===== src/source/mem_event_counter.sv =====
module mem_event_counter (
    input  logic        clk,
    input  logic        reset_n,
    input  logic [1:0]  mem_rd_chan_i,
    input  logic [1:0]  mem_wr_chan_i,
    input  logic        page_mig_addr_en_i,
    output logic [63:0] mem_rd_cnt_o,
    output logic [63:0] mem_wr_cnt_o,
    output logic [63:0] mig_cnt_o
);

    logic [63:0] rd_cnt_q;
    logic [63:0] wr_cnt_q;
    logic [63:0] mig_cnt_q;

    // number of active channels this cycle, 0 to 2
    function automatic logic [63:0] chan_sum(input logic [1:0] chan);
        return 64'(chan[0]) + 64'(chan[1]);
    endfunction

    // ============================================================
    // event counters
    // ============================================================
    always_ff @(posedge clk) begin
        if (!reset_n) begin
            rd_cnt_q  <= '0;
            wr_cnt_q  <= '0;
            mig_cnt_q <= '0;
        end else begin
            rd_cnt_q <= rd_cnt_q + chan_sum(mem_rd_chan_i);
            wr_cnt_q <= wr_cnt_q + chan_sum(mem_wr_chan_i);
            // invalid pfns count as migrations too
            if (page_mig_addr_en_i) begin
                mig_cnt_q <= mig_cnt_q + 64'd1;
            end
        end
    end

    assign mem_rd_cnt_o = rd_cnt_q;
    assign mem_wr_cnt_o = wr_cnt_q;
    assign mig_cnt_o    = mig_cnt_q;

endmodule


===== config.mk =====
export PLATFORM = sky130hd
export DESIGN_NAME = mem_event_counter
export DESIGN_NICKNAME = d
export VERILOG_FILES = /design/src/source/mem_event_counter.sv
export SDC_FILE = /design/constraint.sdc
export NUM_CORES = 1
export LEC_CHECK = 0
export BUFFER_PORTS_ARGS = -buffer_cell sky130_fd_sc_hd__buf_4
export CELL_PAD_IN_SITES_DETAIL_PLACEMENT = 0
export CELL_PAD_IN_SITES_GLOBAL_PLACEMENT = 1
export CORE_MARGIN = 1.5
export CORE_UTILIZATION = 35
export DETAILED_ROUTE_END_ITERATION = 10
export GPL_ROUTABILITY_DRIVEN = 0
export PLACE_DENSITY_LB_ADDON = 0.25
export SETUP_SLACK_MARGIN = 0.5
export SLEW_MARGIN = 10
export SYNTH_ARGS = -nofsm -noshare
export SYNTH_HDL_FRONTEND = slang
export SYNTH_SLANG_ARGS = --single-unit
export TNS_END_PERCENT = 50

===== constraint.sdc =====
create_clock -name clk -period 4.6 [get_ports clk]
set_clock_uncertainty 0.05 [all_clocks]
set_input_delay 0.92 -clock clk [delete_from_list [all_inputs] [get_ports clk]]
set_output_delay 0.92 -clock clk [all_outputs]
set_load 0.01 [all_outputs]

==> summary.txt, run 1 <==
Most area-hungry cell type in the Yosys netlist -> sky130_fd_sc_hd__dfxtp_1
Worst reg2reg path endpoint -> mem_rd_cnt_o[58]$_SDFF_PN0_
Post-cts sizing count -> 0
First-pass iteration count of the detailed router -> 5
Via count normalized by instance count -> 5.40
Die X -> 164 µm
Pwr per Cell Area -> 285 nW/µm²
Clock Sink Count -> 192
Total internal power -> 2470 µW
CTS Buffer Depth -> 2
R2R cell count -> 9
PnR Total Power -> 3250 µW
Comb pwr share -> 2.5%
Ys flop type -> sky130_fd_sc_hd__dfxtp_1
Sw Share -> 24.0%
Power share of the sequential group -> 51.7%
Worst-Skew Late Latency -> 0.44 ns
Net count of the mapped netlist -> 1117
Floorplan Core Area -> 25300 µm²
Initial Util -> 35.8%
Antenna fix cells -> 0
Worst hold stages -> 2
Arrival time reported for the critical path endpoint -> 3.89 ns
Share of power burned in the clock network -> 45.8%
Worst slew margin -> 25.3%
Post-Synthesis Cell Area -> 9050 µm²
Finished Layout Cells -> 1628
I/O pin count -> 199
Initial antenna violation count -> 0
Worst Min Path Start -> mem_wr_cnt_o[63]$_SDFF_PN0_
Count of unique library cells instantiated by Yosys -> 48
Reg-to-reg critical path startpoint -> mem_rd_cnt_o[0]$_SDFF_PN0_
Portion of synthesized cell area occupied by the leading cell type -> 42.5%
Synth warn -> 0
Tightest Pin Transition -> 1.12 ns
Global route overflow -> 0
Post-CTS repair timing setup buffer count -> 0
Portion of the clock cycle consumed by the worst path in the final layout -> 77.9%
Total Neg Setup Slack -> 0 ns
Height of the die -> 164 µm
Wire length of the first global-routing pass -> 41500 µm
WP data required -> 4.90 ns
Largest cells by area after synthesis -> sky130_fd_sc_hd__dfxtp_1, sky130_fd_sc_hd__xor2_1, sky130_fd_sc_hd__nand4_1, sky130_fd_sc_hd__nor2_1, sky130_fd_sc_hd__or3_1
Count of final setup violators -> 0
Via count of the first global-routing pass -> 7896
Port bufs -> 198
Number of buffers created by CTS -> 17
Async set-or-reset flop fraction in the synthesized netlist -> 0%
HP Class -> reg2reg
Final Hold Violating Endpoints -> 0
Critical Path Fanout Max -> 8
Cells after synthesis -> 1105
Static Leak -> 0.00396 µW
Setup repair after global routing missed its margin -> no
DRC violation count after routing -> 0
Synthesis-to-finish area growth -> 26.0%
Max-Cap Viols -> 0
Clock input transition at the sequential cells of the worst setup and hold paths -> 0.07 ns
Worst-case hold slack -> 0.446 ns
Pin count of the biggest net entering global routing -> 144
Initial detailed-routing violation count -> 587
Worst voltage drop across the vdd grid -> 0.175 mV
Root Driver -> sky130_fd_sc_hd__clkbuf_16
GR Util All Layers -> 19.0%
Count of hold-fix buffers inserted at cts -> 0
Setup CP Type -> in2reg
Switching pwr -> 781 µW
Number of enable flip-flop cells after synthesis -> 0
Crit path capture type -> flop
Routed vias -> 8798
Depth of the CTS H-tree -> 4
Number of flip-flops and latches in the synthesized netlist -> 192
Area enclosed by the die boundary -> 26800 µm²
CTS tree -> built
Min Clock Period, post-route -> 3.58 ns
Pins over their slew limit -> 0
Routed wire length per instance -> 15.9 µm
Count of nets after finishing -> 1297
Placed instance count -> 1596
R2R Setup Slk -> 1.30 ns
Core Rows -> 58
Highest clock frequency the design can meet -> 279 MHz
Dpl hpwl -> 18100 µm
Proportion of layout cells with a drive suffix above 1 -> 19.8%
Sort of element at the start of the critical path -> primary input
WL final -> 25900 µm
Destination of the worst hold path -> mem_wr_cnt_o[63]$_SDFF_PN0_
Run status -> completed
DRT antenna net count -> 0
Average cell area after synthesis -> 8.19 µm²
Share of synthesized area occupied by flip-flops and latches -> 42.5%
==> worst max path at each step <==
stage                                start                           to  slack, ns  depth (start not counted)
after detailed placement  mem_rd_chan_i[0]  mem_rd_cnt_o[62]$_SDFF_PN0_       0.59                         10
after floorplan           mem_rd_chan_i[0]  mem_rd_cnt_o[58]$_SDFF_PN0_       0.87                         10
after global placement    mem_rd_chan_i[0]  mem_rd_cnt_o[58]$_SDFF_PN0_       0.61                         10
after global routing      mem_rd_chan_i[0]  mem_rd_cnt_o[62]$_SDFF_PN0_       0.89                         10
after CTS                 mem_rd_chan_i[0]  mem_rd_cnt_o[58]$_SDFF_PN0_       1.04                         10
final                     mem_rd_chan_i[0]  mem_rd_cnt_o[58]$_SDFF_PN0_       1.02                         10
==> power by group through the flow <==
stage,sequential (µW),clock [µW],combinational [µW]
floorplan,1720,0,44.0
global placement,1720,0,81.8
detailed placement,1720,0,81.7
CTS,1680,1540,81.9
global route,1680,1600,88.9
finish,1680,1490,79.9
==> per-stage QoR <==
stage / utilization (%) / worst slack [ns] / instance area [µm²]
floorplan: - / 0.867 / 9050
global placement: 42.9 / 0.613 / 10800
detailed placement: 42.9 / 0.589 / 10800
CTS: 45.1 / 1.04 / 11400
global route: 45.1 / 0.895 / 11400
finish: 45.1 / 1.02 / 11400
==> cell usage after synthesis, types with 2 or more instances <==
cell,n
sky130_fd_sc_hd__nor3_1,20
sky130_fd_sc_hd__nand2b_1,2
sky130_fd_sc_hd__ha_1,3
sky130_fd_sc_hd__or2_2,6
sky130_fd_sc_hd__buf_1,3
sky130_fd_sc_hd__o21a_1,4
sky130_fd_sc_hd__nand3_2,3
sky130_fd_sc_hd__or4b_2,2
sky130_fd_sc_hd__o31ai_1,18
sky130_fd_sc_hd__nand3_1,77
sky130_fd_sc_hd__xnor2_1,35
sky130_fd_sc_hd__and3_1,16
sky130_fd_sc_hd__and4_2,2
sky130_fd_sc_hd__nor3b_1,2
sky130_fd_sc_hd__nor2_1,122
sky130_fd_sc_hd__nand2_1,81
sky130_fd_sc_hd__clkbuf_1,37
sky130_fd_sc_hd__o31a_1,2
sky130_fd_sc_hd__fa_1,2
sky130_fd_sc_hd__dfxtp_1,192
sky130_fd_sc_hd__xor2_1,59
sky130_fd_sc_hd__buf_2,2
sky130_fd_sc_hd__o41ai_1,3
sky130_fd_sc_hd__a21oi_1,87
sky130_fd_sc_hd__inv_1,19
sky130_fd_sc_hd__o21ai_0,66
sky130_fd_sc_hd__and4_1,10
sky130_fd_sc_hd__nand4_1,82
sky130_fd_sc_hd__or4_1,25
sky130_fd_sc_hd__or3_1,70
sky130_fd_sc_hd__and2_1,7
sky130_fd_sc_hd__mux2i_1,3
sky130_fd_sc_hd__nor4_1,28
==> cell usage in the layout (no fill, tap or decap), types with 28 or more instances in the layout <==
cell type / count
sky130_fd_sc_hd__buf_4: 206
sky130_fd_sc_hd__xnor2_1: 35
sky130_fd_sc_hd__a21oi_1: 87
sky130_fd_sc_hd__o21ai_0: 66
sky130_fd_sc_hd__nor4_1: 28
sky130_fd_sc_hd__nand3_1: 77
sky130_fd_sc_hd__nand2_1: 81
sky130_fd_sc_hd__nor2_1: 122
sky130_fd_sc_hd__dfxtp_1: 192
sky130_fd_sc_hd__or3_1: 70
sky130_fd_sc_hd__xor2_1: 59
sky130_fd_sc_hd__nand4_1: 82
==> logic make-up after synthesis <==
kind of cell	Yosys count	share of synthesized area [%]
buf+inv	64	2.89
mux	3	0.332
flops	192	42.5
xor+xnor	94	9.10
simple gates	566	33.5
compound gates	181	10.9
fa+ha+maj	5	0.857
==> state kept, by name, summed over array words and instances (netlist names) <==
| name | cells |
|---|---|
| mem_wr_cnt_o | 64 |
| mig_cnt_o | 64 |
| mem_rd_cnt_o | 64 |
==> critical path, cell delays in order <==
cell	delay (ns)
sky130_fd_sc_hd__buf_4	0.08
sky130_fd_sc_hd__inv_1	0.04
sky130_fd_sc_hd__fa_1	0.43
sky130_fd_sc_hd__inv_1	0.08
sky130_fd_sc_hd__ha_1	0.19
sky130_fd_sc_hd__nand3_2	0.18
sky130_fd_sc_hd__or4_4	0.61
sky130_fd_sc_hd__or4_1	0.68
sky130_fd_sc_hd__or4_1	0.54
sky130_fd_sc_hd__a21oi_1	0.14
==> layer usage <==
metal / up-vias / GRT usage [%] / share of wire, %
li1: 4414 / - / -
met1: 4194 / 27.4 / 49
met2: 171 / 29.5 / 46
met3: 19 / 2.88 / 3.8
met4: 0 / 4.71 / 1.0
met5: - / 0 / 0
==> layout make-up <==
type | instances | area [µm²]
Timing Repair Buffer | 206 | 1550
Sequential cell | 192 | 3840
Multi-Input combinational cell | 849 | 4950
Fill cell | 2591 | 13900
Clock inverter | 14 | 146
Inverter | 19 | 76.3
Tap cell | 330 | 413
Clock buffer | 18 | 429
Note: power is estimated with default switching activity, not from simulation.
==> run 2: changes to the inputs <==
==> constraint.sdc (replaced) <==
create_clock -name clk -period 3.5 [get_ports clk]
set_clock_uncertainty 0.05 [all_clocks]
set_input_delay 0.7 -clock clk [delete_from_list [all_inputs] [get_ports clk]]
set_output_delay 0.7 -clock clk [all_outputs]
set_load 0.01 [all_outputs]
==> run 2 against run 1 <==
Global-route usage up 0.63 points. Non-clock buffer count increased by 15. Utilization up 0.58 points. Die area did not move. Routed wire length up 1.6%. Sequential cell count unchanged. Via count up 0.80%. Count of clock-buffer cells in the layout shrank 1. Critical path depth fell by 1. First-iteration DRC count shrank 2.0%. Hold slack got worse by 0.0042 ns. Clock power up 26%.
==> summary.txt, run 2 (synthesis gave the netlist of run 1 again) <==
Run status -> completed (unchanged)
Routed wire length per instance -> 16.0 µm (was 15.9 µm)
Crit path buf inv count -> 2 (was 3)
Sort of element at the start of the critical path -> flop (was primary input)
WP data required -> 3.81 ns (was 4.90 ns)
Core occupancy in the finished layout -> 45.7% (was 45.1%)
Most common cell after layout, fill and taps aside -> sky130_fd_sc_hd__buf_4 (unchanged)
Depth of the CTS H-tree -> 4 (unchanged)
Die X -> 164 µm (unchanged)
Highest clock frequency the design can meet -> 345 MHz
Final Hold Violating Endpoints -> 0 (unchanged)
Pin count of the biggest net entering global routing -> 125 (was 144)
Core Rows -> 58 (unchanged)
Finished Layout Cells -> 1642 (was 1628)
Worst-case hold slack -> 0.442 ns (was 0.446 ns)
Root Driver -> sky130_fd_sc_hd__clkbuf_16 (unchanged)
CTS tree -> built (unchanged)
Most frequent cells in the layout -> sky130_fd_sc_hd__buf_4, sky130_fd_sc_hd__dfxtp_1, sky130_fd_sc_hd__nor2_1 (unchanged)
HP Class -> reg2reg (unchanged)
Floorplan Core Area -> 25300 µm² (unchanged)
DRT antenna net count -> 0 (unchanged)
I/O pin count -> 199 (unchanged)
Static Leak -> 0.00402 µW (was 0.00396 µW)
Synthesis-to-finish area growth -> 27.6% (was 26.0%)
PnR Total Power -> 4200 µW (was 3250 µW)
Count of final setup violators -> 0 (unchanged)
Via count normalized by instance count -> 5.40 (about the same)
Worst path cell trace -> inv_1, fa_2, inv_2, ha_4, nand3_4, or4_4, or4_1, or4b_1, a21oi_1 (was buf_4, inv_1, fa_1, inv_1, ha_1, nand3_2, or4_4, or4_1, or4_1, a21oi_1)
Max-Cap Viols -> 0 (unchanged)
Setup CP Type -> reg2reg (was in2reg)
Via count of the first global-routing pass -> 8170 (was 7896)
Initial detailed-routing violation count -> 575 (was 587)
GR Util All Layers -> 19.6% (was 19.0%)
Height of the die -> 164 µm (unchanged)
Antenna fix cells -> 0 (unchanged)
Critical Path Fanout Max -> 8 (unchanged)
Crit path capture type -> flop (unchanged)
Number of buffers created by CTS -> 17 (unchanged)
Arrival time reported for the critical path endpoint -> 3.21 ns (was 3.89 ns)
Total Neg Setup Slack -> 0 ns (unchanged)
Dpl hpwl -> 18700 µm (was 18100 µm)
CTS Buffer Depth -> 2 (unchanged)
Proportion of layout cells with a drive suffix above 1 -> 21.3% (was 19.8%)
Port bufs -> 198 (unchanged)
Wire length of the first global-routing pass -> 42600 µm (was 41500 µm)
Largest stage delay on the critical path -> 0.63 ns (was 0.68 ns)
Initial Util -> 35.8% (unchanged)
Worst-Skew Late Latency -> 0.44 ns (about the same)
First-pass iteration count of the detailed router -> 5 (unchanged)
Setup repair after global routing missed its margin -> yes (was no)
Post-CTS repair timing setup buffer count -> 0 (unchanged)
Count of nets after finishing -> 1312 (was 1297)
Initial antenna violation count -> 0 (unchanged)
Tightest Pin Transition -> 1.06 ns (was 1.12 ns)
Pins over their slew limit -> 0 (unchanged)
Clock input transition at the sequential cells of the worst setup and hold paths -> 0.07 ns (about the same)
Worst path slowest cell -> sky130_fd_sc_hd__or4_1 (unchanged)
Pwr per Cell Area -> 364 nW/µm² (was 285 nW/µm²)
Worst voltage drop across the vdd grid -> 0.306 mV (was 0.175 mV)
Routed vias -> 8868 (was 8798)
Global route overflow -> 0 (unchanged)
DRC violation count after routing -> 0 (unchanged)
WL final -> 26300 µm (was 25900 µm)
Largest delay contributor family on the critical path -> simple AND/OR/NAND/NOR gates (unchanged)
Portion of the clock cycle consumed by the worst path in the final layout -> 82.9%
Area enclosed by the die boundary -> 26800 µm² (unchanged)
Clock Sink Count -> 192 (unchanged)
Worst slew margin -> 28.7% (was 25.3%)
Placed instance count -> 1611 (was 1596)
Min Clock Period, post-route -> 2.90 ns
## run 2: routing by layer
metal / GRT usage [%] / wire length (µm)
met2: 31.9 / 12200
met4: 6.16 / 510
met5: 0 / 0
met1: 26.5 / 12400
met3: 3.28 / 1230
## run 2: cell type report
class | instances | area [µm²]
clock buffers | 17 | 425
clock inverters | 14 | 128
fillers | 2563 | 13700
inverters | 19 | 83.8
multi-input cells | 849 | 4980
flip-flops and latches | 192 | 3840
well taps | 330 | 413
repair buffers | 221 | 1670
## run 2: worst reg2reg max path, stage by stage (launching register included)
cell                      delay (ns)
sky130_fd_sc_hd__dfxtp_1        0.34
sky130_fd_sc_hd__inv_1          0.06
sky130_fd_sc_hd__fa_2           0.39
sky130_fd_sc_hd__inv_2          0.08
sky130_fd_sc_hd__ha_4           0.15
sky130_fd_sc_hd__nand3_4        0.07
sky130_fd_sc_hd__or4_4          0.44
sky130_fd_sc_hd__or4_1          0.63
sky130_fd_sc_hd__or4b_1         0.51
sky130_fd_sc_hd__a21oi_1        0.13
## run 2: power breakdown
part           switching, µW  internal (µW)  leakage, µW  total, µW
Combinational           72.4           43.5      0.00220        116
Clock                    935            936     0.000272       1870
Sequential              14.9           2200      0.00155       2210
Total                   1020           3180      0.00402       4200
## run 2: stage by stage
| stage | setup slack (ns) | cell area [µm²] |
|---|---|---|
| after global routing | 0.484 | 11500 |
| after detailed placement | 0.162 | 11000 |
| after floorplan | 0.390 | 9080 |
| after CTS | 0.585 | 11500 |
| final | 0.599 | 11500 |
| after global placement | 0.181 | 11000 |
## run 2: worst paths after layout
check | startpoint | to | slack [ns] | cells after the start
max | mem_rd_cnt_o[0]$_SDFF_PN0_ | mem_rd_cnt_o[62]$_SDFF_PN0_ | 0.60 | 9
min | mem_wr_cnt_o[63]$_SDFF_PN0_ | mem_wr_cnt_o[63]$_SDFF_PN0_ | 0.44 | 2
max reg2reg | mem_rd_cnt_o[0]$_SDFF_PN0_ | mem_rd_cnt_o[62]$_SDFF_PN0_ | 0.60 | 9
min reg2reg | mem_wr_cnt_o[63]$_SDFF_PN0_ | mem_wr_cnt_o[63]$_SDFF_PN0_ | 0.44 | 2
## run 2: what timing repair did
item / 4_1_cts / 5_1_grt
setup endpoints to repair: 4 / 7
hold buffers: 0 / 0
gates resized for setup: 1 / 2
cloned: 0 / 0
pin swaps: 0 / 1
==> run 3: changes to the inputs <==
==> constraint.sdc (replaced) <==
create_clock -name clk -period 2.7 [get_ports clk]
set_clock_uncertainty 0.05 [all_clocks]
set_input_delay 0.54 -clock clk [delete_from_list [all_inputs] [get_ports clk]]
set_output_delay 0.54 -clock clk [all_outputs]
set_load 0.01 [all_outputs]
==> run 3 against run 2 <==
The flow now finishes with violations (negative setup slack). Clock power up 33%. Worst setup slack worse by 0.60 ns. Global-route usage up 0.71 points. Sequential power is 29% higher. Critical path depth is the same. Utilization increased by 6.1 points. Critical path type unchanged. Final area up 13%. Register-to-register slack lost 0.60 ns. Non-clock buffer count grew 109. Final cell count grew 6.8%.
==> summary.txt, run 3 (synthesis gave the netlist of run 1 again) <==
Reg-to-reg critical path startpoint -> mem_rd_cnt_o[0]$_SDFF_PN0_ (unchanged)
Clock input transition at the sequential cells of the worst setup and hold paths -> 0.08 ns (was 0.07 ns)
DRC violation count after routing -> 0 (unchanged)
Static Leak -> 0.00482 µW (was 0.00402 µW)
Worst slew margin -> 51.9% (was 28.7%)
Worst-Skew Late Latency -> 0.43 ns (was 0.44 ns)
WL final -> 28400 µm (was 26300 µm)
HP Class -> in2reg (was reg2reg)
Total placed instance area -> 11600 µm² (was 11000 µm²)
Die X -> 164 µm (unchanged)
GR Util All Layers -> 20.3% (was 19.6%)
Via count of the first global-routing pass -> 8542 (was 8170)
Global route overflow -> 0 (unchanged)
Pin count of the biggest net entering global routing -> 81 (was 125)
WP data required -> 3.02 ns (was 3.81 ns)
Critical Path Fanout Max -> 4 (was 8)
Port bufs -> 198 (unchanged)
Initial Util -> 35.8% (unchanged)
First-pass iteration count of the detailed router -> 5 (unchanged)
Violations in the final reports -> negative setup slack
Proportion of layout cells with a drive suffix above 1 -> 35.7% (was 21.3%)
Pwr per Cell Area -> 422 nW/µm² (was 364 nW/µm²)
Core occupancy in the finished layout -> 51.9% (was 45.7%)
Floorplan Core Area -> 25300 µm² (unchanged)
Sum of met2 wire segment lengths after detailed routing -> 13200 µm (was 12200 µm)
DRT antenna net count -> 0 (unchanged)
Pins over their slew limit -> 0 (unchanged)
Worst Min Path Start -> page_mig_addr_en_i (was mem_wr_cnt_o[63]$_SDFF_PN0_)
Initial antenna violation count -> 0 (unchanged)
Via count normalized by instance count -> 5.35 (was 5.40)
Worst path slowest cell -> sky130_fd_sc_hd__or4_4 (was sky130_fd_sc_hd__or4_1)
CTS tree -> built (unchanged)
Final Hold Violating Endpoints -> 0 (unchanged)
Routed wire length per instance -> 16.2 µm (was 16.0 µm)
Area enclosed by the die boundary -> 26800 µm² (unchanged)
Max-Cap Viols -> 0 (unchanged)
Root Driver -> sky130_fd_sc_hd__clkbuf_16 (unchanged)
CTS Buffer Depth -> 2 (unchanged)
R2R Setup Slk -> -0.005 ns (was 0.60 ns)
Uppermost layer routed -> met4 (unchanged)
Tightest Pin Transition -> 0.722 ns (was 1.06 ns)
Depth of the CTS H-tree -> 4 (unchanged)
Worst path cell trace -> inv_2, fa_2, inv_2, ha_4, nand3_4, or4_4, or4_4, or4b_1, a21oi_1 (was inv_1, fa_2, inv_2, ha_4, nand3_4, or4_4, or4_1, or4b_1, a21oi_1)
Antenna fix cells -> 0 (unchanged)
Synthesis-to-finish area growth -> 44.7% (was 27.6%)
Run status -> finished with violations (was completed)
Routed vias -> 9385 (was 8868)
Setup Slack @ Placement -> -0.376 ns (was 0.162 ns)
Wire length the detailed router placed on met1 -> 13200 µm (was 12400 µm)
Initial detailed-routing violation count -> 606 (was 575)
Crit path capture type -> flop (unchanged)
Largest stage delay on the critical path -> 0.53 ns (was 0.63 ns)
Clock Sink Count -> 192 (unchanged)
Number of buffers created by CTS -> 17 (unchanged)
Setup repair after global routing missed its margin -> yes (unchanged)
Sort of element at the start of the critical path -> flop (unchanged)
Worst hold stages -> 3 (was 2)
Total Neg Setup Slack -> -0.00507 ns (was 0 ns)
Min Clock Period, post-route -> 2.71 ns (was 2.90 ns)
Dpl hpwl -> 19300 µm (was 18700 µm)
I/O pin count -> 199 (unchanged)
Worst-case hold slack -> 0.363 ns (was 0.442 ns)
Count of hold-fix buffers inserted at cts -> 0 (unchanged)
Final worst slack -> -0.00507 ns (was 0.599 ns)
Count of nets after finishing -> 1423 (was 1312)
Height of the die -> 164 µm (unchanged)
Arrival time reported for the critical path endpoint -> 3.02 ns (was 3.21 ns)
Portion of the clock cycle consumed by the worst path in the final layout -> 100% (was 82.9%)
Start point of the critical path -> mem_rd_cnt_o[0]$_SDFF_PN0_ (unchanged)
Most frequent cells in the layout -> sky130_fd_sc_hd__buf_4, sky130_fd_sc_hd__dfxtp_1, sky130_fd_sc_hd__nor2_1 (unchanged)
Highest clock frequency the design can meet -> 370 MHz (was 345 MHz)
Filler cell count -> 2374 (was 2563)
Wire length on met3 -> 1680 µm (was 1230 µm)
Count of final setup violators -> 1 (was 0)
Destination of the worst hold path -> mig_cnt_o[0]$_SDFFE_PN0P_ (was mem_wr_cnt_o[63]$_SDFF_PN0_)
Worst reg2reg path endpoint -> mem_rd_cnt_o[62]$_SDFF_PN0_ (unchanged)
Design area -> 13100 µm² (was 11500 µm²)
Core Rows -> 58 (unchanged)
Most common cell after layout, fill and taps aside -> sky130_fd_sc_hd__buf_4 (unchanged)
Wire length of the first global-routing pass -> 44000 µm (was 42600 µm)
Setup CP Type -> reg2reg (unchanged)
R2R cell count -> 9 (unchanged)
Worst voltage drop across the vdd grid -> 0.315 mV (was 0.306 mV)
## run 3: stage by stage
stage	power, µW	std cells
after CTS	5600	1736
after global routing	5740	1754
after detailed placement	3110	1669
after floorplan	3020	1105
final	5530	1754
after global placement	3110	1669
## run 3: worst max-delay path, delay by kind of cell, from the launching register on
| kind | cells | cell delay [ns] |
|---|---|---|
| compound gates | 1 | 0.12 |
| fa+ha+maj | 2 | 0.50 |
| buf+inv | 2 | 0.13 |
| simple gates | 4 | 1.51 |
| flops | 1 | 0.34 |
## run 3: timing repair
action,CTS,global route
setup buffers,34,17
hold endpoints to repair,0,0
resized for setup,40,112
endpoints found under the setup margin,93,116
cloned,1,1
pin swaps,31,72
## run 3: layout make-up
class	count	area [µm²]	share of cell area, %
flip-flops and latches	192	3920	29.9
clock buffers	19	443	3.38
inverters	19	91.3	0.697
multi-input cells	851	5500	42.0
repair buffers	330	2600	19.9
well taps	330	413	3.15
clock inverters	13	123	0.936
## run 3: worst max path at each step
| stage | slack, ns | depth (start not counted) | endpoint |
|---|---|---|---|
| after floorplan | -0.25 | 10 | mem_rd_cnt_o[62]$_SDFF_PN0_ |
| after global placement | -0.38 | 10 | mem_rd_cnt_o[62]$_SDFF_PN0_ |
| after detailed placement | -0.38 | 10 | mem_rd_cnt_o[62]$_SDFF_PN0_ |
| after CTS | 0.004 | 9 | mem_rd_cnt_o[62]$_SDFF_PN0_ |
| after global routing | -0.13 | 9 | mem_rd_cnt_o[62]$_SDFF_PN0_ |
| final | -0.005 | 9 | mem_rd_cnt_o[62]$_SDFF_PN0_ |
## run 3: power breakdown
| part | switching (µW) | leakage [µW] | internal, µW | total (µW) |
|---|---|---|---|---|
| Combinational | 110 | 0.00298 | 75.7 | 186 |
| Clock | 1240 | 0.000273 | 1250 | 2490 |
| Sequential | 22.5 | 0.00157 | 2830 | 2860 |
## run 3: per-layer routing
layer	vias to the layer above	GRT usage, %
met5	-	0
met4	0	5.37
met3	17	4.49
met2	257	32.4
met1	4456	27.6
li1	4655	-
