File: src/source/csr_pkg.sv
package csr_pkg;

    // ============================================================
    // bus and address map sizes
    // ============================================================
    localparam int DATA_W     = 64;
    // full register file, the lowest RO_COUNT words are status
    localparam int REG_COUNT  = 64;
    localparam int RO_COUNT   = 8;
    // hot-pfn window in word index space
    localparam int HPFN_BASE  = 4096;
    localparam int HPFN_DEPTH = 1024;
    localparam int HPFN_IDX_W = 10;

    // register word indices
    localparam int REG_MEM_RD      = 1;
    localparam int REG_MEM_WR      = 2;
    localparam int REG_MIG_CNT     = 3;
    localparam int REG_ID          = 4;
    localparam int REG_HPFN_STAT   = 6;
    localparam int REG_QUERY_RATE  = 8;
    localparam int REG_START_PA    = 10;
    localparam int REG_HPFN_RST    = 11;
    localparam int REG_AXUSER      = 13;
    localparam int REG_ADDR_OFFSET = 14;
    localparam int REG_ADDR_LB     = 15;
    localparam int REG_ADDR_UB     = 16;

    // fixed read values
    localparam logic [63:0] ID_VALUE       = 64'hABCD_ABCD_ABCD_ABCD;
    localparam logic [63:0] UNMAPPED_VALUE = 64'hFEDC_BA00_0000_ABCD;
    localparam logic [15:0] HPFN_TAG       = 16'h7469;

    // ============================================================
    // types
    // ============================================================
    typedef logic [27:0] pfn_t;
    // tracker marks an empty slot with all ones
    localparam pfn_t INVALID_PFN = '1;

    typedef enum logic [1:0] {TGT_REG, TGT_HPFN, TGT_NONE} csr_target_e;

    // one decoded bus request, strobes last a single cycle
    typedef struct packed {
        logic              wr_strobe;
        logic              rd_strobe;
        logic [18:0]       index;
        logic [DATA_W-1:0] wdata;
        logic [DATA_W-1:0] mask;
    } csr_req_t;

    typedef struct packed {
        logic [31:0] query_rate;
        logic [63:0] start_pa;
        logic [5:0]  aruser;
        logic [5:0]  awuser;
        logic [63:0] addr_offset;
        logic [32:0] addr_lb;
        logic [32:0] addr_ub;
    } csr_cfg_t;

    typedef struct packed {
        logic [63:0]           mem_rd;
        logic [63:0]           mem_wr;
        logic [63:0]           mig_cnt;
        logic [HPFN_IDX_W-1:0] hpfn_wr_idx;
        logic [15:0]           hpfn_ovf;
    } csr_stat_t;

endpackage
File: src/source/csr_bus_ctrl.sv
module csr_bus_ctrl (
    input  logic                       clk,
    input  logic                       reset_n,
    input  logic                       read_i,
    input  logic                       write_i,
    input  logic [31:0]                address_i,
    input  logic [csr_pkg::DATA_W-1:0] writedata_i,
    input  logic [7:0]                 byteenable_i,
    input  logic [csr_pkg::DATA_W-1:0] reg_rdata_i,
    input  logic [csr_pkg::DATA_W-1:0] hpfn_rdata_i,
    output csr_pkg::csr_req_t          req_o,
    output logic [csr_pkg::DATA_W-1:0] readdata_o,
    output logic                       readdatavalid_o,
    output logic                       waitrequest_o
);

    typedef enum logic [1:0] {IDLE, WRITE, LOOKUP, DONE} state_e;

    state_e                     state_q;
    state_e                     state_d;
    logic [18:0]                dec_index;
    csr_pkg::csr_target_e       dec_target;
    csr_pkg::csr_target_e       target_q;
    logic [csr_pkg::DATA_W-1:0] be_mask;
    logic                       wr_strobe_q;
    logic                       rd_strobe_q;
    logic [18:0]                index_q;
    logic [csr_pkg::DATA_W-1:0] wdata_q;
    logic [csr_pkg::DATA_W-1:0] mask_q;

    // ============================================================
    // decode, done once per request
    // ============================================================
    // 64-bit words, so byte address bits 2:0 drop out
    assign dec_index = address_i[21:3];

    always_comb begin
        if (dec_index < 19'(csr_pkg::REG_COUNT)) begin
            dec_target = csr_pkg::TGT_REG;
        end else if (dec_index >= 19'(csr_pkg::HPFN_BASE) &&
                     dec_index < 19'(csr_pkg::HPFN_BASE + csr_pkg::HPFN_DEPTH)) begin
            dec_target = csr_pkg::TGT_HPFN;
        end else begin
            dec_target = csr_pkg::TGT_NONE;
        end
    end

    // each byte enable widens to a full byte lane
    always_comb begin
        for (int b = 0; b < 8; b++) begin
            be_mask[b*8 +: 8] = {8{byteenable_i[b]}};
        end
    end

    // ============================================================
    // handshake FSM
    // ============================================================
    always_comb begin
        state_d = state_q;
        case (state_q)
            IDLE: begin
                if (write_i) begin
                    state_d = WRITE;
                end else if (read_i) begin
                    state_d = LOOKUP;
                end
            end
            WRITE:   state_d = IDLE;
            // source registers its word at the end of lookup
            LOOKUP:  state_d = DONE;
            DONE:    state_d = IDLE;
            default: state_d = IDLE;
        endcase
    end

    always_ff @(posedge clk) begin
        if (!reset_n) begin
            state_q     <= IDLE;
            wr_strobe_q <= 1'b0;
            rd_strobe_q <= 1'b0;
            target_q    <= csr_pkg::TGT_NONE;
        end else begin
            state_q     <= state_d;
            // write strobe only for the register file
            wr_strobe_q <= (state_q == IDLE) && write_i && (dec_target == csr_pkg::TGT_REG);
            // read strobe for whichever source is mapped
            rd_strobe_q <= (state_q == IDLE) && read_i && !write_i &&
                           (dec_target != csr_pkg::TGT_NONE);
            if (state_q == IDLE && (read_i || write_i)) begin
                target_q <= dec_target;
            end
        end
    end

    // master holds the request while waitrequest is high
    always_ff @(posedge clk) begin
        if (state_q == IDLE) begin
            index_q <= dec_index;
            wdata_q <= writedata_i;
            mask_q  <= be_mask;
        end
    end

    assign req_o = '{wr_strobe: wr_strobe_q, rd_strobe: rd_strobe_q, index: index_q,
                     wdata: wdata_q, mask: mask_q};

    // read data select by the latched target
    always_comb begin
        case (target_q)
            csr_pkg::TGT_REG:  readdata_o = reg_rdata_i & mask_q;
            csr_pkg::TGT_HPFN: readdata_o = hpfn_rdata_i;
            default:           readdata_o = csr_pkg::UNMAPPED_VALUE;
        endcase
    end

    assign waitrequest_o   = !((state_q == WRITE) || (state_q == DONE));
    assign readdatavalid_o = (state_q == DONE);

endmodule

File: config.mk
export PLATFORM = sky130hd
export DESIGN_NAME = csr_bus_ctrl
export DESIGN_NICKNAME = d
export VERILOG_FILES = /design/src/source/csr_pkg.sv /design/src/source/csr_bus_ctrl.sv
export SDC_FILE = /design/constraint.sdc
export NUM_CORES = 1
export LEC_CHECK = 0
export BUFFER_PORTS_ARGS = -buffer_cell sky130_fd_sc_hd__buf_2
export CORE_AREA = 2 2 174 176
export DETAILED_ROUTE_END_ITERATION = 10
export DIE_AREA = 0 0 176 178
export GPL_TIMING_DRIVEN = 0
export SYNTH_ARGS = -nofsm -noshare
export SYNTH_HDL_FRONTEND = slang
export SYNTH_SLANG_ARGS = --single-unit
File: constraint.sdc
create_clock -name clk -period 9.6 [get_ports clk]
set_input_delay 1.44 -clock clk [delete_from_list [all_inputs] [get_ports clk]]
set_output_delay 1.44 -clock clk [all_outputs]
set_load 0.02 [all_outputs]
==> impl_metrics.env, run 1 <==
export IMPL_die_x_um=176
export IMPL_grt_overflow=0
export IMPL_cts_resized=0
export IMPL_grt_pass1_vias=4375
export IMPL_stdcell_count=1171
export IMPL_dr_wl_met3_um=2240
export IMPL_yosys_warnings=0
export IMPL_cts_root_buf="clkbuf_16"
export IMPL_cts_buffers=9
export IMPL_status="finished, final reports clean"
export IMPL_rr_startpoint="state_q[1]"
export IMPL_die_height_um=178
export IMPL_setup_viol=0
export IMPL_slew_headroom=0.405
export IMPL_leakage_nw=3.46
export IMPL_power_mw=1.12
export IMPL_routed_top_layer="met5"
export IMPL_drc=0
export IMPL_drive_gt1_frac=0.670
export IMPL_rows=63
export IMPL_grt_max_degree=35
export IMPL_hpwl_um=17800
export IMPL_routed_wl_um=20700
export IMPL_ioPinCount=451
export IMPL_wl_met2_um=10100
export IMPL_fmax_ghz=0.248
export IMPL_min_period_over_period=0.419
export IMPL_synth_area_leaders="edfxtp_1 (63%), buf_4 (10%), a22oi_1 (5.9%)"
export IMPL_netlist_area_leader_share=0.634
export IMPL_layout_min_cycle_time_ns=4.03
export IMPL_cap_violations=0
export IMPL_p_comb_frac=0.229
export IMPL_ctsLongestPathBuffers=2
export IMPL_cts_setup_buffers=0
export IMPL_num_vias=4416
export IMPL_die_area_um2=31300
export IMPL_syn_area_per_cell_um2=13.3
export IMPL_synthDistinctLibCells=26
export IMPL_whs_path_depth=2
export IMPL_viasPerCell=3.77
export IMPL_worstPathMaxFanout=10
export IMPL_crit_required_ns=8.16
export IMPL_reg2regPathDepth=3
export IMPL_syn_nets=560
export IMPL_dp_cells=1153
export IMPL_seq_area_frac_synth=0.662
export IMPL_synthToLayoutAreaGrowth_pct=69.4
export IMPL_layout_nets=1010
export IMPL_postLayoutCellArea_um2=7300
export IMPL_worstHoldPathType="flop to flop"
export IMPL_fin_tns_setup_ns=0
export IMPL_p_clk_frac=0.297
export IMPL_power_switching_uw=328
export IMPL_cts_sinks=97
export IMPL_drt_wirelength_per_cell_um=17.7
export IMPL_layout_commonest_cell="buf_2"
export IMPL_initial_core_util=0.147
export IMPL_fp_coreArea_um2=29400
export IMPL_p_sw_frac=0.294
export IMPL_crit_type="flop to output pin"
export IMPL_ant_nets=0
export IMPL_cts_tree="yes"
export IMPL_tightestPinTransition_ns=0.890
export IMPL_drt_pre_antenna_iters=5
export IMPL_clk_latency_ns=0.36
export IMPL_placed_cell_area_um2=7030
export IMPL_cp_end_kind="output pin"
export IMPL_seq_power_share=0.473
export IMPL_place_gp_congestion=0.866
export IMPL_syn_inst=324
export IMPL_clock_skew_ns=0.0137
export IMPL_whs_endpoint="state_q[0]"
export IMPL_cp_arrival_ns=2.59
export IMPL_clk_pin_slew_ns=0.06
export IMPL_grt_setup_unrepaired="no"
export IMPL_first_iter_violations=164
export IMPL_hold_path_startpoint="state_q[1]"
export IMPL_layout_common_cells="buf_2 (443), edfxtp_1 (91), buf_4 (58), nor2_1 (45), a22oi_1 (34)"
export IMPL_antenna_found_initial=5
export IMPL_crit_path_start_kind="flop"
export IMPL_cts_hold_buffers=0
export IMPL_ir_worst_vdd_mv=0.139
export IMPL_grt_pass1_wl_um=27600
export IMPL_final_hold_viol_count=0
export IMPL_wl_met1_um=7950
export IMPL_port_buffers=437
export IMPL_htree_levels=3
export IMPL_regToRegSetupSlack_ns=7.65
export IMPL_p_int_uw=789
export IMPL_syn_area_um2=4310
export IMPL_worst_r2r_endpoint="mask_q[39]"
export IMPL_synth_top_area_cell="edfxtp_1"
export IMPL_power_density_nw_per_um2=153
export IMPL_synth_seq_cells=97
export IMPL_maxSlewViolCount=0
export IMPL_grtUsageTotal=0.124
[cell type report]
type                            instances  area [um2]
Timing Repair Buffer                  439        2230
Inverter                                2        7.51
Clock buffer                           11         233
Clock inverter                          5        31.3
Buffer                                 78         518
Sequential cell                        97        2850
Multi-Input combinational cell        147         936
Fill cell                            3213       22100
Antenna cell                            2        5.00
Tap cell                              390         488
[per-layer routing]
| layer | vias up | global-route usage |
|---|---|---|
| met1 | 2034 | 0.137 |
| met2 | 301 | 0.216 |
| met3 | 20 | 0.0518 |
| li1 | 2057 | - |
| met4 | 4 | 0.0424 |
| met5 | - | 0 |
[worst max-delay path by stage]
stage	slack, ns	to	depth (start not counted)	start
after floorplan	6.20	readdata_o[13]	2	reg_rdata_i[13]
after global placement	5.17	rd_strobe_q	3	state_q[1]
after detailed placement	5.83	readdata_o[41]	5	target_q[0]
after CTS	5.43	readdata_o[41]	5	target_q[0]
after global routing	5.29	readdata_o[41]	5	target_q[0]
final	5.57	readdata_o[41]	5	target_q[0]
[synthesized netlist by cell type]
cell type and n:
edfxtp_1 91, buf_4 58, nor2_1 45, a22oi_1 34, a221o_1 22, clkbuf_1 14, a21oi_1 9, nand2_1 9
nor2b_1 8, buf_2 6, dfxtp_1 6, o21ai_0 5, inv_1 2, nor4b_2 2, or4_4 2, a21boi_1 1
and2_1 1, and3b_1 1, nand2b_1 1, nand3_1 1, nand3_2 1, nor2_2 1, nor2_4 1, nor4_1 1
o21a_1 1, o21ai_1 1
[critical path: stages, from the launching register on]
cell	delay, ns
dfxtp_1	0.59
clkbuf_1	0.52
clkbuf_1	0.58
a21oi_1	0.23
o21ai_0	0.13
buf_2	0.19
[power by group through the flow]
stage | Combinational, mW | Sequential (mW) | Clock (mW)
finish | 0.256 | 0.529 | 0.332
CTS | 0.260 | 0.530 | 0.346
global route | 0.274 | 0.533 | 0.362
detailed placement | 0.260 | 0.539 | 0
global placement | 0.254 | 0.541 | 0
floorplan | 0.0878 | 0.583 | 0
[logic make-up (layout without fill, tap and decap cells)]
group,count (synthesis),in the layout,share of synthesized area
DFF,97,97,0.662
buffers and inverters,80,535,0.122
and+or+nand+nor,74,74,0.0848
AOI/OAI and AO/OA,73,73,0.131
other,0,2,0
[sequential cells by signal, summed over array words and instances, names as in the netlist]
name         cells
state_q          2
wr_strobe_q      1
wdata_q         64
mask_q           8
index_q         19
target_q         2
rd_strobe_q      1
[through the flow]
stage,utilization,hold WS (ns),setup WS [ns]
2_1_floorplan,-,0.491,6.20
3_3_place_gp,0.238,0.517,5.17
3_5_place_dp,0.239,0.540,5.83
4_1_cts,0.248,0.556,5.43
5_1_grt,0.248,0.641,5.29
6_report,0.248,0.554,5.57
Note: power is estimated with default switching activity, not from simulation.
==> run 2: changes to the inputs <==
--- a/config.mk
+++ b/config.mk
@@ -5,10 +5,11 @@
 export SDC_FILE = /design/constraint.sdc
 export NUM_CORES = 1
 export LEC_CHECK = 0
+export ABC_AREA = 1
 export BUFFER_PORTS_ARGS = -buffer_cell sky130_fd_sc_hd__buf_2
-export CORE_AREA = 2 2 174 176
+export CORE_AREA = 2 2 176 178
 export DETAILED_ROUTE_END_ITERATION = 10
-export DIE_AREA = 0 0 176 178
+export DIE_AREA = 0 0 178 180
 export GPL_TIMING_DRIVEN = 0
 export SYNTH_ARGS = -nofsm -noshare
 export SYNTH_HDL_FRONTEND = slang
==> constraint.sdc (replaced) <==
create_clock -name clk -period 3.7 [get_ports clk]
set_input_delay 0.555 -clock clk [delete_from_list [all_inputs] [get_ports clk]]
set_output_delay 0.555 -clock clk [all_outputs]
set_load 0.02 [all_outputs]
==> run 2 against run 1 <==
Final area grew 4.2%. Clock skew shrank 0.0072 ns. Setup slack lost 4.3 ns. Register-to-register slack worse by 5.5 ns. Routed wire length down 7.5%. Sequential power rose to 2.6 times the previous value. Largest power group unchanged. Synthesized cell count is 36% higher. Cell count grew 11%. Sequential cell count unchanged. Critical endpoint is now readdata_o[5]. Die area rose by 2.3%. Power rose to 2.8 times the previous value.
==> impl_metrics.env, run 2 <==
export IMPL_status="finished, final reports clean"
export IMPL_cts_hold_buffers=0
export IMPL_syn_area_per_cell_um2=10.3
export IMPL_dp_cells=1278
export IMPL_ctsLongestPathBuffers=2
export IMPL_fp_coreArea_um2=30200
export IMPL_ir_worst_vdd_mv=0.359
export IMPL_final_hold_viol_count=0
export IMPL_drc=0
export IMPL_synth_top_area_cell="edfxtp_1"
export IMPL_slew_headroom=0.567
export IMPL_clk_latency_ns=0.34
export IMPL_layout_nets=1129
export IMPL_setup_ws_ns=1.24
export IMPL_cp_arrival_ns=1.91
export IMPL_cts_buffers=9
export IMPL_drive_gt1_frac=0.598
export IMPL_async_flop_share=0
export IMPL_crit_path_start_kind="flop"
export IMPL_regToRegSetupSlack_ns=2.11
export IMPL_die_x_um=178
export IMPL_clock_skew_ns=0.00652
export IMPL_top_register="wdata_q"
export IMPL_yosys_warnings=0
export IMPL_crit_required_ns=3.14
export IMPL_cts_root_buf="clkbuf_16"
export IMPL_clk_pin_slew_ns=0.07
export IMPL_largest_register_ff_count=64
export IMPL_top_regs="wdata_q (64), index_q (19), mask_q (8)"
export IMPL_drt_wirelength_per_cell_um=14.8
export IMPL_grtUsageTotal=0.111
export IMPL_netlist_area_leader_share=0.602
export IMPL_syn_nets=678
export IMPL_syn_area_um2=4540
export IMPL_grt_pass1_vias=4833
export IMPL_first_iter_violations=93
export IMPL_synthDistinctLibCells=17
export IMPL_synthToLayoutAreaGrowth_pct=67.5
export IMPL_initial_core_util=0.150
export IMPL_seq_area_frac_synth=0.628
export IMPL_fin_tns_setup_ns=0
export IMPL_grt_setup_unrepaired="no"
export IMPL_viasPerCell=3.76
export IMPL_grt_overflow=0
export IMPL_die_height_um=180
export IMPL_cap_violations=0
export IMPL_layout_min_cycle_time_ns=2.46
export IMPL_grt_pass1_wl_um=26500
export IMPL_cts_sinks=97
export IMPL_cts_setup_buffers=0
export IMPL_layout_common_cells="buf_2 (456), nand2_1 (101), edfxtp_1 (91), nand3_1 (80), buf_4 (58)"
export IMPL_worstHoldPathType="input port to flop"
export IMPL_num_vias=4875
export IMPL_synth_most_common_cell="nand2_1"
export IMPL_htree_levels=3
export IMPL_rows=64
export IMPL_place_gp_congestion=0.779
export IMPL_tightestPinTransition_ns=0.648
export IMPL_leakage_nw=3.84
export IMPL_drt_pre_antenna_iters=4
export IMPL_stdcell_count=1297
export IMPL_ioPinCount=451
export IMPL_yosys_top_cells_count="nand2_1 (101), edfxtp_1 (91), nand3_1 (80), buf_4 (58), inv_1 (33)"
export IMPL_crit_type="flop to output pin"
export IMPL_grt_max_degree=36
export IMPL_cts_tree="yes"
export IMPL_synth_seq_cells=97
export IMPL_cp_end_kind="output pin"
export IMPL_fmax_ghz=0.406
export IMPL_synth_area_leaders="edfxtp_1 (60%), buf_4 (9.6%), nand3_1 (8.8%)"
export IMPL_antenna_found_initial=7
export IMPL_syn_inst=442
export IMPL_synth_flop_cell="edfxtp_1"
export IMPL_fillers=3325
export IMPL_synth_edf_count=91
export IMPL_maxSlewViolCount=0
export IMPL_hpwl_um=16200
export IMPL_ant_nets=0
export IMPL_die_area_um2=32000
export IMPL_worstPathMaxFanout=10
export IMPL_power_density_nw_per_um2=417
export IMPL_routed_wl_um=19200
export IMPL_power_mw=3.17
export IMPL_port_buffers=437
export IMPL_cts_resized=0
export IMPL_min_period_over_period=0.666
export IMPL_layout_commonest_cell="buf_2"
export IMPL_whs_ns=0.379
export IMPL_setup_viol=0
export IMPL_pre_cts_ws_ns=1.56
==> run 2: through the flow <==
stage,utilization,instance area (um2)
3_3_place_gp,0.240,7230
4_1_cts,0.252,7600
5_1_grt,0.252,7600
2_1_floorplan,-,4550
3_5_place_dp,0.242,7310
6_report,0.252,7610
==> run 2: logic make-up after synthesis <==
kind of cell / share of synthesized area
AO/OA/AOI/OAI: 0.0347
flip-flops: 0.628
buffers and inverters: 0.150
AND/OR/NAND/NOR: 0.187
==> run 2: worst paths after layout <==
kind	startpoint	end	cells past startpoint
max	target_q[0]	readdata_o[5]	6
min	byteenable_i[5]	mask_q[47]	1
max reg2reg	state_q[1]	target_q[1]	4
min reg2reg	state_q[1]	state_q[0]	2
==> run 2: cell type report <==
class	instances	area, um2	share of cell area
tap	396	495	0.0651
clock buffer	10	229	0.0301
multi-input combinational	228	1010	0.133
clock inverter	6	65.1	0.00855
buffer	83	556	0.0730
sequential	97	2850	0.375
inverter	34	128	0.0168
timing repair buffer	440	2260	0.297
antenna	3	7.51	0.000987
==> run 2: power by group <==
group,internal [mW],switching (mW),leakage (nW)
registers,1.32,0.0457,0.965
logic,0.330,0.538,2.73
clock network,0.527,0.411,0.143
==> run 2: critical path: stages, from the launching register on <==
cell     delay [ns]
dfxtp_1        0.30
buf_2          0.20
nor2_4         0.24
buf_2          0.36
nand3_1        0.20
nand2_1        0.10
buf_2          0.16
==> run 2: metal layers <==
| layer | wire length [um] | vias to the layer above | global-route usage |
|---|---|---|---|
| met3 | 2160 | 34 | 0.0412 |
| met1 | 6700 | 2200 | 0.107 |
| li1 | - | 2326 | - |
| met2 | 9660 | 307 | 0.208 |
| met4 | 566 | 8 | 0.0485 |
| met5 | 58 | - | 0 |
==> run 3: changes to the inputs <==
==> constraint.sdc (replaced) <==
create_clock -name clk -period 2 [get_ports clk]
set_input_delay 0.3 -clock clk [delete_from_list [all_inputs] [get_ports clk]]
set_output_delay 0.3 -clock clk [all_outputs]
set_load 0.02 [all_outputs]
==> run 3 against run 2 <==
Largest power group unchanged. Cell count rose by 0.54%. Highest routed layer unchanged. Setup slack got worse by 1.2 ns. Count of clock-buffer cells in the layout rose by 1. Critical endpoint is now readdata_o[30]. Final area rose by 2.0%. Routed wire length fell by 1.6%. Core utilization rose by 0.51 points. Clock skew fell by 0.0026 ns.
==> impl_metrics.env, run 3 (synthesized netlist as in run 2, its figures left out) <==
export IMPL_status="finished, final reports clean"
export IMPL_cap_violations=0
export IMPL_ir_worst_vdd_mv=0.610
export IMPL_drt_wirelength_per_cell_um=14.4
export IMPL_maxSlewViolCount=0
export IMPL_htree_levels=3
export IMPL_cts_root_buf="clkbuf_16"
export IMPL_worst_r2r_endpoint="target_q[1]"
export IMPL_top_register="wdata_q"
export IMPL_final_hold_viol_count=0
export IMPL_viasPerCell=3.75
export IMPL_grt_max_degree=36
export IMPL_power_density_nw_per_um2=778
export IMPL_crit_path_start_kind="flop"
export IMPL_cts_tree="yes"
export IMPL_grt_pass1_vias=4669
export IMPL_clk_latency_ns=0.35
export IMPL_grtUsageTotal=0.108
export IMPL_drive_gt1_frac=0.608
export IMPL_die_x_um=178
export IMPL_startpoint="target_q[1]"
export IMPL_cp_common_cell="buf_2"
export IMPL_ctsLongestPathBuffers=2
export IMPL_reg2regPathDepth=6
export IMPL_top_regs="wdata_q (64), index_q (19), mask_q (8)"
export IMPL_whs_ns=0.124
export IMPL_worstHoldPathType="input port to flop"
export IMPL_layout_common_cells="buf_2 (446), nand2_1 (100), edfxtp_1 (91), nand3_1 (80), buf_4 (70)"
export IMPL_synthToLayoutAreaGrowth_pct=71.0
export IMPL_first_iter_violations=175
export IMPL_rows=64
export IMPL_cp_end_kind="output pin"
export IMPL_num_vias=4890
export IMPL_rr_startpoint="state_q[0]"
export IMPL_power_mw=6.04
export IMPL_setup_viol=0
export IMPL_path_cells="inv_2 > buf_4 > buf_2 > nand3_1 > nand2_1 > buf_2"
export IMPL_critPathCapture="readdata_o[30]"
export IMPL_leakage_nw=3.91
export IMPL_hpwl_um=15800
export IMPL_min_period_over_period=0.969
export IMPL_stdcell_count=1304
export IMPL_crit_slowest_cell="dfxtp_4"
export IMPL_fmax_ghz=0.516
export IMPL_dp_cells=1278
export IMPL_cts_sinks=97
export IMPL_layout_nets=1137
export IMPL_antenna_found_initial=3
export IMPL_grt_setup_unrepaired="no"
export IMPL_cp_arrival_ns=1.64
export IMPL_die_height_um=180
export IMPL_die_area_um2=32000
export IMPL_ant_nets=0
export IMPL_crit_required_ns=1.70
export IMPL_routed_wl_um=18800
export IMPL_grt_pass1_wl_um=25700
export IMPL_clock_skew_ns=0.00394
export IMPL_clk_pin_slew_ns=0.07
export IMPL_port_buffers=437
export IMPL_ioPinCount=451
export IMPL_slowest_delay_ns=0.40
export IMPL_layout_min_cycle_time_ns=1.94
export IMPL_grt_overflow=0
export IMPL_drc=0
export IMPL_layout_commonest_cell="buf_2"
export IMPL_largest_register_ff_count=64
export IMPL_slew_headroom=0.715
export IMPL_worstPathMaxFanout=10
export IMPL_tightestPinTransition_ns=0.427
export IMPL_crit_type="flop to output pin"
export IMPL_initial_core_util=0.150
export IMPL_fp_coreArea_um2=30200
export IMPL_regToRegSetupSlack_ns=0.33
export IMPL_cts_buffers=9
export IMPL_final_core_util=0.257
export IMPL_drt_pre_antenna_iters=4
export IMPL_place_gp_congestion=0.749
## run 3: cell type report
| cell class | instances | area, um2 |
|---|---|---|
| fillers | 3278 | 22400 |
| flip-flops and latches | 97 | 2860 |
| repair buffers | 448 | 2320 |
| multi-input cells | 228 | 1010 |
| plain buffers | 83 | 618 |
| well taps | 396 | 495 |
| clock buffers | 11 | 233 |
| inverters | 34 | 128 |
| clock inverters | 5 | 85.1 |
| diodes | 2 | 5.00 |
## run 3: repair_timing
item / 4_1_cts / 5_1_grt
hold buffers: 0 / 0
resized for setup: 15 / 13
cloned: 0 / 1
pin swaps: 1 / 1
setup buffers: 2 / 5
hold endpoints to repair: 0 / 0
endpoints found under the setup margin: 60 / 36
## run 3: worst min-delay path by stage
stage	from	slack, ns	cells past startpoint	endpoint
6_report	writedata_i[7]	0.12	1	wdata_q[7]
2_1_floorplan	address_i[3]	0.40	0	index_q[0]
5_1_grt	writedata_i[7]	0.11	1	wdata_q[7]
3_3_place_gp	writedata_i[35]	0.48	1	wdata_q[35]
4_1_cts	writedata_i[51]	0.11	1	wdata_q[51]
3_5_place_dp	writedata_i[51]	0.48	1	wdata_q[51]
## run 3: worst max-delay path: cells and delay by family, from the launching register on
kind	cells	cell delay, ns
flip-flops	1	0.40
AND/OR/NAND/NOR	2	0.20
buffers and inverters	4	0.68
## run 3: per-layer routing
| metal | global-route usage | share of wire | wire [um] |
|---|---|---|---|
| met1 | 0.110 | 0.36 | 6790 |
| met2 | 0.202 | 0.51 | 9590 |
| met3 | 0.0353 | 0.11 | 1980 |
| met4 | 0.0449 | 0.025 | 463 |
| met5 | 0 | 0.00058 | 11 |
## run 3: metrics by stage
| step | setup slack, ns | setup TNS (ns) | instance area [um2] |
|---|---|---|---|
| after global placement | -1.27 | -69.79 | 7230 |
| after CTS | -0.0259 | -0.0983 | 7670 |
| final | 0.0617 | 0 | 7760 |
| after global routing | 0.00569 | 0 | 7760 |
| after floorplan | -0.509 | -12.08 | 4550 |
| after detailed placement | 0.0740 | 0 | 7300 |
## run 3: where the power goes
part           leakage, nW  switching, mW  internal (mW)
logic                 2.80           1.01          0.650
clock network        0.151          0.742           1.11
registers            0.966         0.0823           2.44
